**src/rtl/dram_params.svh**
```systemverilog
`ifndef DRAM_PARAMS_SVH
`define DRAM_PARAMS_SVH

// Bus widths
`define DRAM_DATA_W      32
`define DRAM_STRB_W      4
`define DRAM_ID_W        4
`define DRAM_LEN_W       4
`define DRAM_AXI_ADDR_W  23

// Word address split into row and column
`define DRAM_ROW_W       11
`define DRAM_COL_W       10
`define DRAM_WORD_LSB    2

// Strobe timing in clock cycles
`define DRAM_T_RCD       4
`define DRAM_T_CAS       4
`define DRAM_T_RP        4

`endif

```
**src/rtl/dram_pkg.sv**
```systemverilog
`default_nettype none

`include "dram_params.svh"

package dram_pkg;

  // Row and column fields of a word address
  typedef struct packed {
    logic [`DRAM_ROW_W-1:0] row;
    logic [`DRAM_COL_W-1:0] col;
  } dram_rc_t;

  // Same word seen as a flat index or as row/column
  typedef union packed {
    logic [`DRAM_ROW_W+`DRAM_COL_W-1:0] word;
    dram_rc_t                           rc;
  } dram_addr_u;

  typedef enum logic [2:0] {
    IDLE,
    ACTIVATE,
    READ_CAS,
    READ_HOLD,
    WRITE_CAS,
    PRECHARGE
  } seq_state_e;

endpackage

`default_nettype wire

```
**src/rtl/dram_axi_slave.sv**
```systemverilog
`timescale 1ns/100ps
`default_nettype none

`include "dram_params.svh"

module dram_axi_slave (
  input  wire logic                        clk,
  input  wire logic                        rst,
  input  wire logic                        awvalid_i,
  output logic                             awready_o,
  input  wire logic [`DRAM_AXI_ADDR_W-1:0] awaddr_i,
  input  wire logic [`DRAM_ID_W-1:0]       awid_i,
  input  wire logic                        wvalid_i,
  output logic                             wready_o,
  input  wire logic [`DRAM_DATA_W-1:0]     wdata_i,
  input  wire logic [`DRAM_STRB_W-1:0]     wstrb_i,
  input  wire logic                        arvalid_i,
  output logic                             arready_o,
  input  wire logic [`DRAM_AXI_ADDR_W-1:0] araddr_i,
  input  wire logic [`DRAM_ID_W-1:0]       arid_i,
  input  wire logic [`DRAM_LEN_W-1:0]      arlen_i,
  output logic                             rvalid_o,
  input  wire logic                        rready_i,
  output logic [`DRAM_DATA_W-1:0]          rdata_o,
  output logic [`DRAM_ID_W-1:0]            rid_o,
  output logic                             rlast_o,
  output logic [1:0]                       rresp_o,
  output logic                             bvalid_o,
  input  wire logic                        bready_i,
  output logic [`DRAM_ID_W-1:0]            bid_o,
  output logic [1:0]                       bresp_o,
  output logic                             req_valid_o,
  output logic                             req_write_o,
  output dram_pkg::dram_addr_u             req_addr_o,
  output logic [`DRAM_LEN_W-1:0]           req_len_o,
  output logic [`DRAM_STRB_W-1:0]          req_strb_o,
  output logic [`DRAM_DATA_W-1:0]          req_data_o,
  input  wire logic                        beat_valid_i,
  input  wire logic [`DRAM_DATA_W-1:0]     beat_data_i,
  output logic                             beat_ready_o,
  input  wire logic                        done_i
);

  logic                          busy_q;
  logic                          write_q;
  logic                          req_valid_q;
  logic                          bvalid_q;
  logic [`DRAM_LEN_W-1:0]        beat_cnt_q;
  logic [`DRAM_ID_W-1:0]         id_q;
  dram_pkg::dram_addr_u          addr_q;
  logic [`DRAM_LEN_W-1:0]        len_q;
  logic [`DRAM_STRB_W-1:0]       strb_q;
  logic [`DRAM_DATA_W-1:0]       data_q;
  logic                          wr_accept;
  logic                          rd_accept;
  logic                          r_hs;
  logic                          b_hs;

  // AW and W are taken together, write wins over AR
  assign awready_o = ~busy_q & awvalid_i & wvalid_i;
  assign wready_o  = awready_o;
  assign arready_o = ~busy_q & arvalid_i & ~awvalid_i;

  assign wr_accept = awvalid_i & awready_o;
  assign rd_accept = arvalid_i & arready_o;
  assign r_hs      = rvalid_o & rready_i;
  assign b_hs      = bvalid_o & bready_i;

  always_ff @(posedge clk or negedge rst) begin
    if (!rst) begin
      busy_q      <= 1'b0;
      write_q     <= 1'b0;
      req_valid_q <= 1'b0;
      bvalid_q    <= 1'b0;
      beat_cnt_q  <= '0;
    end else begin
      req_valid_q <= wr_accept | rd_accept;
      if (wr_accept | rd_accept) begin
        busy_q     <= 1'b1;
        write_q    <= wr_accept;
        beat_cnt_q <= '0;
      end else if (r_hs) begin
        beat_cnt_q <= beat_cnt_q + 1'b1;
      end
      if (done_i && write_q) begin
        bvalid_q <= 1'b1;
      end else if (b_hs) begin
        bvalid_q <= 1'b0;
      end
      // Reads finish at the precharge after the last beat
      if (b_hs || (done_i && !write_q)) begin
        busy_q <= 1'b0;
      end
    end
  end

  always_ff @(posedge clk) begin
    if (wr_accept) begin
      id_q        <= awid_i;
      addr_q.word <= awaddr_i[`DRAM_AXI_ADDR_W-1:`DRAM_WORD_LSB];
      len_q       <= '0;
      strb_q      <= wstrb_i;
      data_q      <= wdata_i;
    end else if (rd_accept) begin
      id_q        <= arid_i;
      addr_q.word <= araddr_i[`DRAM_AXI_ADDR_W-1:`DRAM_WORD_LSB];
      len_q       <= arlen_i;
    end
  end

  // Current beat address, burst stays inside one row
  always_comb begin
    req_addr_o      = addr_q;
    req_addr_o.word = addr_q.word +
      {{(`DRAM_ROW_W + `DRAM_COL_W - `DRAM_LEN_W){1'b0}}, beat_cnt_q};
  end

  assign req_valid_o  = req_valid_q;
  assign req_write_o  = write_q;
  assign req_len_o    = len_q;
  assign req_strb_o   = strb_q;
  assign req_data_o   = data_q;

  assign beat_ready_o = rready_i;
  assign rvalid_o     = beat_valid_i;
  assign rdata_o      = beat_data_i;
  assign rid_o        = id_q;
  assign rlast_o      = (beat_cnt_q == len_q);
  assign rresp_o      = 2'b00;  // OKAY

  assign bvalid_o     = bvalid_q;
  assign bid_o        = id_q;
  assign bresp_o      = 2'b00;

  // Stalled R beat must not change
  r_stable_a : assert property (@(posedge clk) disable iff (!rst)
    rvalid_o && !rready_i |=> rvalid_o && $stable(rdata_o) && $stable(rid_o) &&
      $stable(rlast_o))
    else $error("R payload changed while stalled");

  // A pending write response blocks new requests
  ready_excl_a : assert property (@(posedge clk) disable iff (!rst)
    bvalid_o |-> !(awready_o || arready_o))
    else $error("request accepted before the B handshake");

endmodule

`default_nettype wire

```
**src/rtl/dram_seq.sv**
```systemverilog
`timescale 1ns/100ps
`default_nettype none

`include "dram_params.svh"

module dram_seq (
  input  wire logic                    clk,
  input  wire logic                    rst,
  input  wire logic                    req_valid_i,
  input  wire logic                    req_write_i,
  input  wire dram_pkg::dram_addr_u    req_addr_i,
  input  wire logic [`DRAM_LEN_W-1:0]  req_len_i,
  input  wire logic [`DRAM_STRB_W-1:0] req_strb_i,
  input  wire logic [`DRAM_DATA_W-1:0] req_data_i,
  output logic                         beat_valid_o,
  output logic [`DRAM_DATA_W-1:0]      beat_data_o,
  input  wire logic                    beat_ready_i,
  output logic                         done_o,
  output logic                         dram_csn_o,
  output logic                         dram_rasn_o,
  output logic                         dram_casn_o,
  output logic [`DRAM_STRB_W-1:0]      dram_wen_o,
  output logic [`DRAM_ROW_W-1:0]       dram_a_o,
  output logic [`DRAM_DATA_W-1:0]      dram_d_o,
  input  wire logic [`DRAM_DATA_W-1:0] dram_q_i,
  input  wire logic                    dram_valid_i
);

  // Last cycle index of each timed state
  localparam logic [2:0] RCD_LAST = 3'(`DRAM_T_RCD - 1);
  localparam logic [2:0] CAS_LAST = 3'(`DRAM_T_CAS - 1);
  localparam logic [2:0] RP_LAST  = 3'(`DRAM_T_RP - 1);

  dram_pkg::seq_state_e        state_q;
  dram_pkg::seq_state_e        state_d;
  logic [2:0]                  dly_q;
  logic [`DRAM_LEN_W-1:0]      beat_cnt_q;
  logic [`DRAM_DATA_W-1:0]     beat_q;
  logic                        done_q;
  logic                        row_open_q;
  logic                        last_beat;
  logic [`DRAM_ROW_W-1:0]      col_a;

  assign last_beat = (beat_cnt_q == req_len_i);
  assign col_a     = {{(`DRAM_ROW_W - `DRAM_COL_W){1'b0}}, req_addr_i.rc.col};

  always_comb begin
    state_d = state_q;
    case (state_q)
      dram_pkg::IDLE: begin
        if (req_valid_i) state_d = dram_pkg::ACTIVATE;
      end
      dram_pkg::ACTIVATE: begin
        if (dly_q == RCD_LAST) begin
          state_d = req_write_i ? dram_pkg::WRITE_CAS : dram_pkg::READ_CAS;
        end
      end
      dram_pkg::READ_CAS: begin
        if (dram_valid_i) state_d = dram_pkg::READ_HOLD;
      end
      dram_pkg::READ_HOLD: begin
        if (beat_ready_i) state_d = last_beat ? dram_pkg::PRECHARGE : dram_pkg::READ_CAS;
      end
      dram_pkg::WRITE_CAS: begin
        if (dly_q == CAS_LAST) state_d = dram_pkg::PRECHARGE;
      end
      dram_pkg::PRECHARGE: begin
        if (dly_q == RP_LAST) state_d = dram_pkg::IDLE;
      end
      default: state_d = dram_pkg::IDLE;
    endcase
  end

  always_ff @(posedge clk or negedge rst) begin
    if (!rst) begin
      state_q    <= dram_pkg::IDLE;
      dly_q      <= '0;
      beat_cnt_q <= '0;
      done_q     <= 1'b0;
      row_open_q <= 1'b0;
    end else begin
      state_q <= state_d;
      // Restarts on every state change, saturates while waiting for data
      if (state_d != state_q) begin
        dly_q <= '0;
      end else if (dly_q != 3'h7) begin
        dly_q <= dly_q + 3'h1;
      end
      if (state_q == dram_pkg::IDLE) begin
        beat_cnt_q <= '0;
      end else if (state_q == dram_pkg::READ_HOLD && beat_ready_i) begin
        beat_cnt_q <= beat_cnt_q + 1'b1;
      end
      done_q <= (state_q == dram_pkg::PRECHARGE) && (state_d == dram_pkg::IDLE);
      if (state_q == dram_pkg::ACTIVATE && !dram_rasn_o) begin
        row_open_q <= 1'b1;
      end else if (state_q == dram_pkg::PRECHARGE && !dram_rasn_o) begin
        row_open_q <= 1'b0;
      end
    end
  end

  // Read data held until the R handshake
  always_ff @(posedge clk) begin
    if (state_q == dram_pkg::READ_CAS && dram_valid_i) begin
      beat_q <= dram_q_i;
    end
  end

  assign beat_valid_o = (state_q == dram_pkg::READ_HOLD);
  assign beat_data_o  = beat_q;
  assign done_o       = done_q;

  always_comb begin
    dram_csn_o  = 1'b0;
    dram_rasn_o = 1'b1;
    dram_casn_o = 1'b1;
    dram_wen_o  = '1;
    dram_a_o    = req_addr_i.rc.row;
    dram_d_o    = '0;
    case (state_q)
      dram_pkg::IDLE: dram_csn_o = 1'b1;
      dram_pkg::ACTIVATE: dram_rasn_o = (dly_q != 3'h0);
      dram_pkg::READ_CAS: begin
        dram_casn_o = (dly_q != 3'h0);
        dram_a_o    = col_a;
      end
      dram_pkg::READ_HOLD: dram_a_o = col_a;
      dram_pkg::WRITE_CAS: begin
        // Byte enables are the inverted write strobe
        dram_casn_o = 1'b0;
        dram_wen_o  = ~req_strb_i;
        dram_a_o    = col_a;
        dram_d_o    = req_data_i;
      end
      dram_pkg::PRECHARGE: begin
        dram_rasn_o = (dly_q != 3'h0);
        dram_wen_o  = (dly_q == 3'h0) ? '0 : '1;
      end
      default: dram_csn_o = 1'b1;
    endcase
  end

  ras_cas_excl_a : assert property (@(posedge clk) disable iff (!rst)
    !(!dram_rasn_o && !dram_casn_o))
    else $error("RAS and CAS low together");

  // CAS only between ACTIVATE and the following precharge
  cas_row_open_a : assert property (@(posedge clk) disable iff (!rst)
    !dram_casn_o |-> row_open_q)
    else $error("CAS issued with no open row");

endmodule

`default_nettype wire

```
**src/rtl/dram_subsys.sv**
```systemverilog
`timescale 1ns/100ps
`default_nettype none

`include "dram_params.svh"

module dram_subsys (
  input  wire logic                        clk,
  input  wire logic                        rst,
  input  wire logic                        awvalid_i,
  output logic                             awready_o,
  input  wire logic [`DRAM_AXI_ADDR_W-1:0] awaddr_i,
  input  wire logic [`DRAM_ID_W-1:0]       awid_i,
  input  wire logic                        wvalid_i,
  output logic                             wready_o,
  input  wire logic [`DRAM_DATA_W-1:0]     wdata_i,
  input  wire logic [`DRAM_STRB_W-1:0]     wstrb_i,
  input  wire logic                        arvalid_i,
  output logic                             arready_o,
  input  wire logic [`DRAM_AXI_ADDR_W-1:0] araddr_i,
  input  wire logic [`DRAM_ID_W-1:0]       arid_i,
  input  wire logic [`DRAM_LEN_W-1:0]      arlen_i,
  output logic                             rvalid_o,
  input  wire logic                        rready_i,
  output logic [`DRAM_DATA_W-1:0]          rdata_o,
  output logic [`DRAM_ID_W-1:0]            rid_o,
  output logic                             rlast_o,
  output logic [1:0]                       rresp_o,
  output logic                             bvalid_o,
  input  wire logic                        bready_i,
  output logic [`DRAM_ID_W-1:0]            bid_o,
  output logic [1:0]                       bresp_o,
  output logic                             dram_csn_o,
  output logic                             dram_rasn_o,
  output logic                             dram_casn_o,
  output logic [`DRAM_STRB_W-1:0]          dram_wen_o,
  output logic [`DRAM_ROW_W-1:0]           dram_a_o,
  output logic [`DRAM_DATA_W-1:0]          dram_d_o,
  input  wire logic [`DRAM_DATA_W-1:0]     dram_q_i,
  input  wire logic                        dram_valid_i
);

  // Request and beat path between slave and sequencer
  logic                    req_valid;
  logic                    req_write;
  dram_pkg::dram_addr_u    req_addr;
  logic [`DRAM_LEN_W-1:0]  req_len;
  logic [`DRAM_STRB_W-1:0] req_strb;
  logic [`DRAM_DATA_W-1:0] req_data;
  logic                    beat_valid;
  logic [`DRAM_DATA_W-1:0] beat_data;
  logic                    beat_ready;
  logic                    done;

  dram_axi_slave i_slave (
    .clk         (clk),
    .rst         (rst),
    .awvalid_i   (awvalid_i),
    .awready_o   (awready_o),
    .awaddr_i    (awaddr_i),
    .awid_i      (awid_i),
    .wvalid_i    (wvalid_i),
    .wready_o    (wready_o),
    .wdata_i     (wdata_i),
    .wstrb_i     (wstrb_i),
    .arvalid_i   (arvalid_i),
    .arready_o   (arready_o),
    .araddr_i    (araddr_i),
    .arid_i      (arid_i),
    .arlen_i     (arlen_i),
    .rvalid_o    (rvalid_o),
    .rready_i    (rready_i),
    .rdata_o     (rdata_o),
    .rid_o       (rid_o),
    .rlast_o     (rlast_o),
    .rresp_o     (rresp_o),
    .bvalid_o    (bvalid_o),
    .bready_i    (bready_i),
    .bid_o       (bid_o),
    .bresp_o     (bresp_o),
    .req_valid_o (req_valid),
    .req_write_o (req_write),
    .req_addr_o  (req_addr),
    .req_len_o   (req_len),
    .req_strb_o  (req_strb),
    .req_data_o  (req_data),
    .beat_valid_i(beat_valid),
    .beat_data_i (beat_data),
    .beat_ready_o(beat_ready),
    .done_i      (done)
  );

  dram_seq i_seq (
    .clk         (clk),
    .rst         (rst),
    .req_valid_i (req_valid),
    .req_write_i (req_write),
    .req_addr_i  (req_addr),
    .req_len_i   (req_len),
    .req_strb_i  (req_strb),
    .req_data_i  (req_data),
    .beat_valid_o(beat_valid),
    .beat_data_o (beat_data),
    .beat_ready_i(beat_ready),
    .done_o      (done),
    .dram_csn_o  (dram_csn_o),
    .dram_rasn_o (dram_rasn_o),
    .dram_casn_o (dram_casn_o),
    .dram_wen_o  (dram_wen_o),
    .dram_a_o    (dram_a_o),
    .dram_d_o    (dram_d_o),
    .dram_q_i    (dram_q_i),
    .dram_valid_i(dram_valid_i)
  );

endmodule

`default_nettype wire

```
**config.mk**
```make
export PLATFORM = sky130hd
export DESIGN_NAME = dram_subsys
export DESIGN_NICKNAME = d
export VERILOG_FILES = /design/src/rtl/dram_pkg.sv /design/src/rtl/dram_axi_slave.sv /design/src/rtl/dram_seq.sv /design/src/rtl/dram_subsys.sv
export VERILOG_INCLUDE_DIRS = /design/src /design/src/rtl
export SDC_FILE = /design/constraint.sdc
export NUM_CORES = 1
export LEC_CHECK = 0
export CAP_MARGIN = 20
export CORE_MARGIN = 10
export CORE_UTILIZATION = 48
export DETAILED_ROUTE_END_ITERATION = 7
export DONT_BUFFER_PORTS = 1
export GPL_TIMING_DRIVEN = 1
export PLACE_DENSITY_LB_ADDON = 0.2
export SLEW_MARGIN = 20
export SYNTH_ARGS = -nofsm -noshare
export SYNTH_HDL_FRONTEND = slang
export SYNTH_HIERARCHICAL = 1
export SYNTH_SLANG_ARGS = --single-unit
```
**constraint.sdc**
```tcl
create_clock -name clk -period 1.93 [get_ports clk]
set_clock_uncertainty 0.05 [all_clocks]
set_input_delay 0.0965 -clock clk [delete_from_list [all_inputs] [get_ports clk]]
set_output_delay 0.0965 -clock clk [all_outputs]
set_load 0.01 [all_outputs]
```
==> results of run 1 <==
-- stage by stage --
| stage | util | std cells |
|---|---|---|
| 2_1_floorplan | - | 483 |
| 3_3_place_gp | 0.494 | 592 |
| 3_5_place_dp | 0.494 | 592 |
-- synth_stat cells (2+ instances only) --
library cell	count
a21oi_2	2
and4_4	2
and2_1	33
o22ai_1	3
dfxtp_1	4
xnor2_1	12
buf_2	6
a22o_1	4
a211oi_1	2
nand3b_1	2
mux2i_1	8
a21oi_1	8
nor2_1	12
buf_4	44
nor3_1	5
o21ai_0	12
nand4_1	8
mux2_2	10
and3_1	5
clkbuf_1	7
dfrtp_1	19
a21o_1	3
xor2_1	17
nand2_1	92
and4_1	3
edfxtp_1	93
a31oi_1	2
ha_1	11
inv_1	12
nand3_1	13
-- cells by family after synthesis --
group | after synthesis | synth area share
other | 1 | 0.000663
DFF | 116 | 0.592
buffers and inverters | 72 | 0.0796
muxes | 18 | 0.0341
AOI/OAI and AO/OA | 44 | 0.0524
and+or+nand+nor | 188 | 0.169
adders and majority gates | 12 | 0.0279
xor gates and xnor gates | 29 | 0.0449
==> summary.md, run 1 <==
| Metric | Value |
|---|---|
| Outcome | `aborted with a tool error` |
| Last stage reached | `4_1_cts` |
| Tool Error | `[ERROR RSZ-0060] Max buffer count reached.` |
| Height of the die | `129 microns` |
| Die width | `129 microns` |
| Initial Utilization | `0.493` |
| Post-CTS Setup Inserts | `4` |
| Seq/Total Area, Yosys | `0.592` |
| Synth area leaders | `edfxtp_1, dfrtp_1, nand2_1` |
| Cells resized by post-CTS repair | `23` |
| Area post-placement | `5660 sq um` |
| Async S/R FF share, synth | `0.164` |
| Post-Syn Instances | `480` |
| Synthesized cell area | `5660 sq um` |
| RePlAce Congestion | `0.833` |
| Post-CTS Hold Buffers | `126` |
| TritonCTS Buffers | `17` |
| Primary FF master, synth | `edfxtp_1` |
| Distinct cells, synth | `56` |
| Hpwl dp | `10,300 microns` |
| Cell Rows | `39` |
| Sink Count | `116` |
| Share of the synthesized area in the top cell type | `0.494` |
| Post-Place Setup Slack | `-42.8 ps` |
| IO Count | `234` |
| Yosys warns | `6` |
| Post-synthesis sequential element count | `116` |
| Port bufs | `0` |
| Post-synth EDFFs | `93` |
| Maximum clock path buffer count | `2` |
| Root Driver | `clkbuf_16` |
| Yosys top cell by area | `edfxtp_1` |
| Avg Cell Area, Syn | `11.8 sq um` |
| H-tree Lvls | `4` |
==> run 2, diff against run 1 <==
CORE_UTILIZATION = 33   (was 48)
PLACE_DENSITY_LB_ADDON = 0.15   (was 0.2)
clock period = 2.5 ns   (was 1.93 ns; I/O delays follow)
==> summary.md, run 2 <==
| Metric | Value |
|---|---|
| Synth area leaders | `edfxtp_1, dfrtp_1, nand2_1` |
| RSZ-0062 raised after global routing | `yes` |
| Hpwl dp | `10,900 microns` |
| Period Utilization, post-route | `0.978` |
| Critical Path Source Type | `flip-flop` |
| Post-Place Setup Slack | `284 ps` |
| Per-cell routed wire length | `18.8 microns` |
| Total Nets Final | `728` |
| Fmax | `409 MHz` |
| Switch share | `0.311` |
| GR Overflow Total | `0` |
| CP max stage delay | `440 ps` |
| Lkg Pwr | `2.89 nW` |
| Distinct cells, synth | `56` |
| CTS tree | `built` |
| Final hold violations | `0` |
| Drt pass-1 iters | `4` |
| Area post-placement | `5650 sq um` |
| WL final | `15,400 microns` |
| TritonCTS Buffers | `17` |
| Primary FF master, synth | `edfxtp_1` |
| Combinational power share | `0.256` |
| Relative slew slack | `0.379` |
| Yosys top cell by area | `edfxtp_1` |
| Core ar. | `16,700 sq um` |
| Remaining antenna violation count | `0` |
| HP Class | `in2reg` |
| Count leader, synth | `edfxtp_1` |
| RePlAce Congestion | `0.782` |
| Vias in the first global route | `4,097` |
| Int Pwr | `4.46 mW` |
| Worst skew pair latency | `400 ps` |
| Worst path buffer plus inverter count | `0` |
| Async S/R FF share, synth | `0.164` |
| Ratio of cells with drive above 1 in the final layout | `0.131` |
| Pwr Density | `857 nW/um^2` |
| Worst Hold Slack | `39.2 ps` |
| Delay-heaviest family, CP | `compound AO/OA/AOI/OAI gates` |
| Most frequent cells after synthesis | `edfxtp_1, nand2_1, buf_4, and2_1, dfrtp_1` |
| Port bufs | `0` |
| Synthesized cell area | `5660 sq um` |
| Total Power | `6.47 mW` |
| Seq/Total Area, Yosys | `0.592` |
| Post-synthesis sequential element count | `116` |
| Die width | `151 microns` |
| Sink Count | `116` |
| Seq pwr share | `0.404` |
| Height of the die | `151 microns` |
| DR DRC count | `0` |
| P_sw | `2.01 mW` |
| Crit-path slowest cell | `dfrtp_2` |
| Yosys warns | `6` |
| Most frequent cells in the layout | `dlygate4sd3_1, edfxtp_1, nand2_1, and2_1` |
| Worst EP arrival | `2270 ps` |
| Maximum clock path buffer count | `2` |
| H-tree Lvls | `4` |
| Setup_tns | `0 ps` |
| Global-route usage over all layers | `0.132` |
| Clock-pin slew on the worst setup and hold paths | `50 ps` |
| Largest net degree at the start of global routing | `43` |
| Min Clock Period, post-route | `2450 ps` |
| Worst Slack Setup Final | `54.4 ps` |
| Die area | `22,800 sq um` |
| DR vias | `3,867` |
| Fill cells | `1,498` |
| Post-Syn Instances | `480` |
| Crit path kind | `reg2out` |
| IO Count | `234` |
| Vias per Instance | `4.74` |
| Post-synth EDFFs | `93` |
| Slew @ Worst Pin | `929 ps` |
| Crit end category | `output port` |
| Worst EP required | `2330 ps` |
| Final setup viols | `0` |
| Final max-slew violation count | `0` |
| Share of the synthesized area in the top cell type | `0.494` |
| Root Driver | `clkbuf_16` |
| Maximum vdd drop | `0.490 mV` |
| Clock share of power | `0.340` |
| Synth-to-Final Area Change | `33.4%` |
| Avg Cell Area, Syn | `11.8 sq um` |
| Initial antenna violation count | `0` |
| Max_cap viols | `0` |
| Initial Utilization | `0.339` |
| Final design instance area without fill | `7550 sq um` |
| Crit path cell chain | `ha_1 -> a211o_1 -> a21o_2 -> nand4b_1 -> xnor2_1 -> mux2_2` |
| Worst Path Max Fanout | `6` |
| Outcome | `complete, no violations` |
| Cell Rows | `47` |
| Most common cell after layout, fill and taps aside | `dlygate4sd3_1` |
| 1st-iter DRT viols | `172` |
| Antenna Cells | `0` |
| Global-route wire length before repair | `23,200 microns` |
[run 2: cell counts after synthesis]
No cell type changed its count.
[run 2: per-layer routing]
metal  wire, microns  part of all wire  vias up  track usage
li1                -                 -     1845            -
met5               0                 0        -            0
met4             163             0.011        0       0.0486
met3            1920              0.13       12       0.0719
met1            6340              0.41     1793        0.152
met2            6930              0.45      217        0.203
[run 2: layout make-up]
type                            count  area (sq um)  area share
Sequential cell                   116          3350       0.444
Multi-Input combinational cell    295          1950       0.258
Timing Repair Buffer              139          1380       0.183
Clock buffer                       17           425      0.0564
Tap cell                          220           275      0.0365
Clock inverter                     15           118      0.0156
Inverter                           13          48.8     0.00646
[run 2: final timing paths]
path	from	to	slack, ps	cells after the start
max	i_slave/beat_cnt_q[1]	dram_a_o[9]	50	6
min	rready_i	i_seq/beat_cnt_q[3]	40	4
max reg2reg	i_slave/busy_q	i_slave/bid_o[1]	300	6
min reg2reg	i_seq/done_o	i_slave/busy_q	430	1
max in group asynchronous	rst	i_slave/beat_cnt_q[1]	1510	1
min in group asynchronous	rst	i_seq/state_q[0]	260	1
[run 2: power by group through the flow]
stage / logic, mW / registers [mW] / clock network, mW
floorplan: 1.16 / 2.54 / 0
global placement: 1.39 / 2.65 / 0
detailed placement: 1.41 / 2.66 / 0
CTS: 1.64 / 2.62 / 2.27
global route: 1.85 / 2.65 / 2.37
finish: 1.66 / 2.61 / 2.20
[run 2: worst register-to-register path, delay by kind of cell (launching register included)]
| family | cells | cell delay [ps] |
|---|---|---|
| buffers and inverters | 3 | 1210 |
| DFF | 1 | 420 |
| and+or+nand+nor | 3 | 390 |
[run 2: cells by family (layout without fill, tap and decap cells)]
logic type,Yosys count,after routing,share of synthesized area
simple gates,188,188,0.169
flops,116,116,0.592
other cells,1,4,0.000663
mux,18,18,0.0341
xor+xnor,29,29,0.0449
buf+inv,72,184,0.0796
fa+ha+maj,12,12,0.0279
compound gates,44,44,0.0524
[run 2: repair_timing]
| item | in CTS | in global routing |
|---|---|---|
| pin swaps | 0 | 2 |
| buffers inserted | 0 | 3 |
| endpoints found under the setup margin | 8 | 10 |
| gates resized for setup | 7 | 8 |
| hold buffers | 125 | 0 |
| hold endpoints to repair | 128 | 0 |
[run 2: stage by stage]
step | instances | util
4_1_cts | 812 | 0.447
5_1_grt | 815 | 0.452
6_report | 815 | 0.452
2_1_floorplan | 483 | -
3_3_place_gp | 655 | 0.338
3_5_place_dp | 655 | 0.338
No activity file was read; power rests on OpenSTA's default activity.
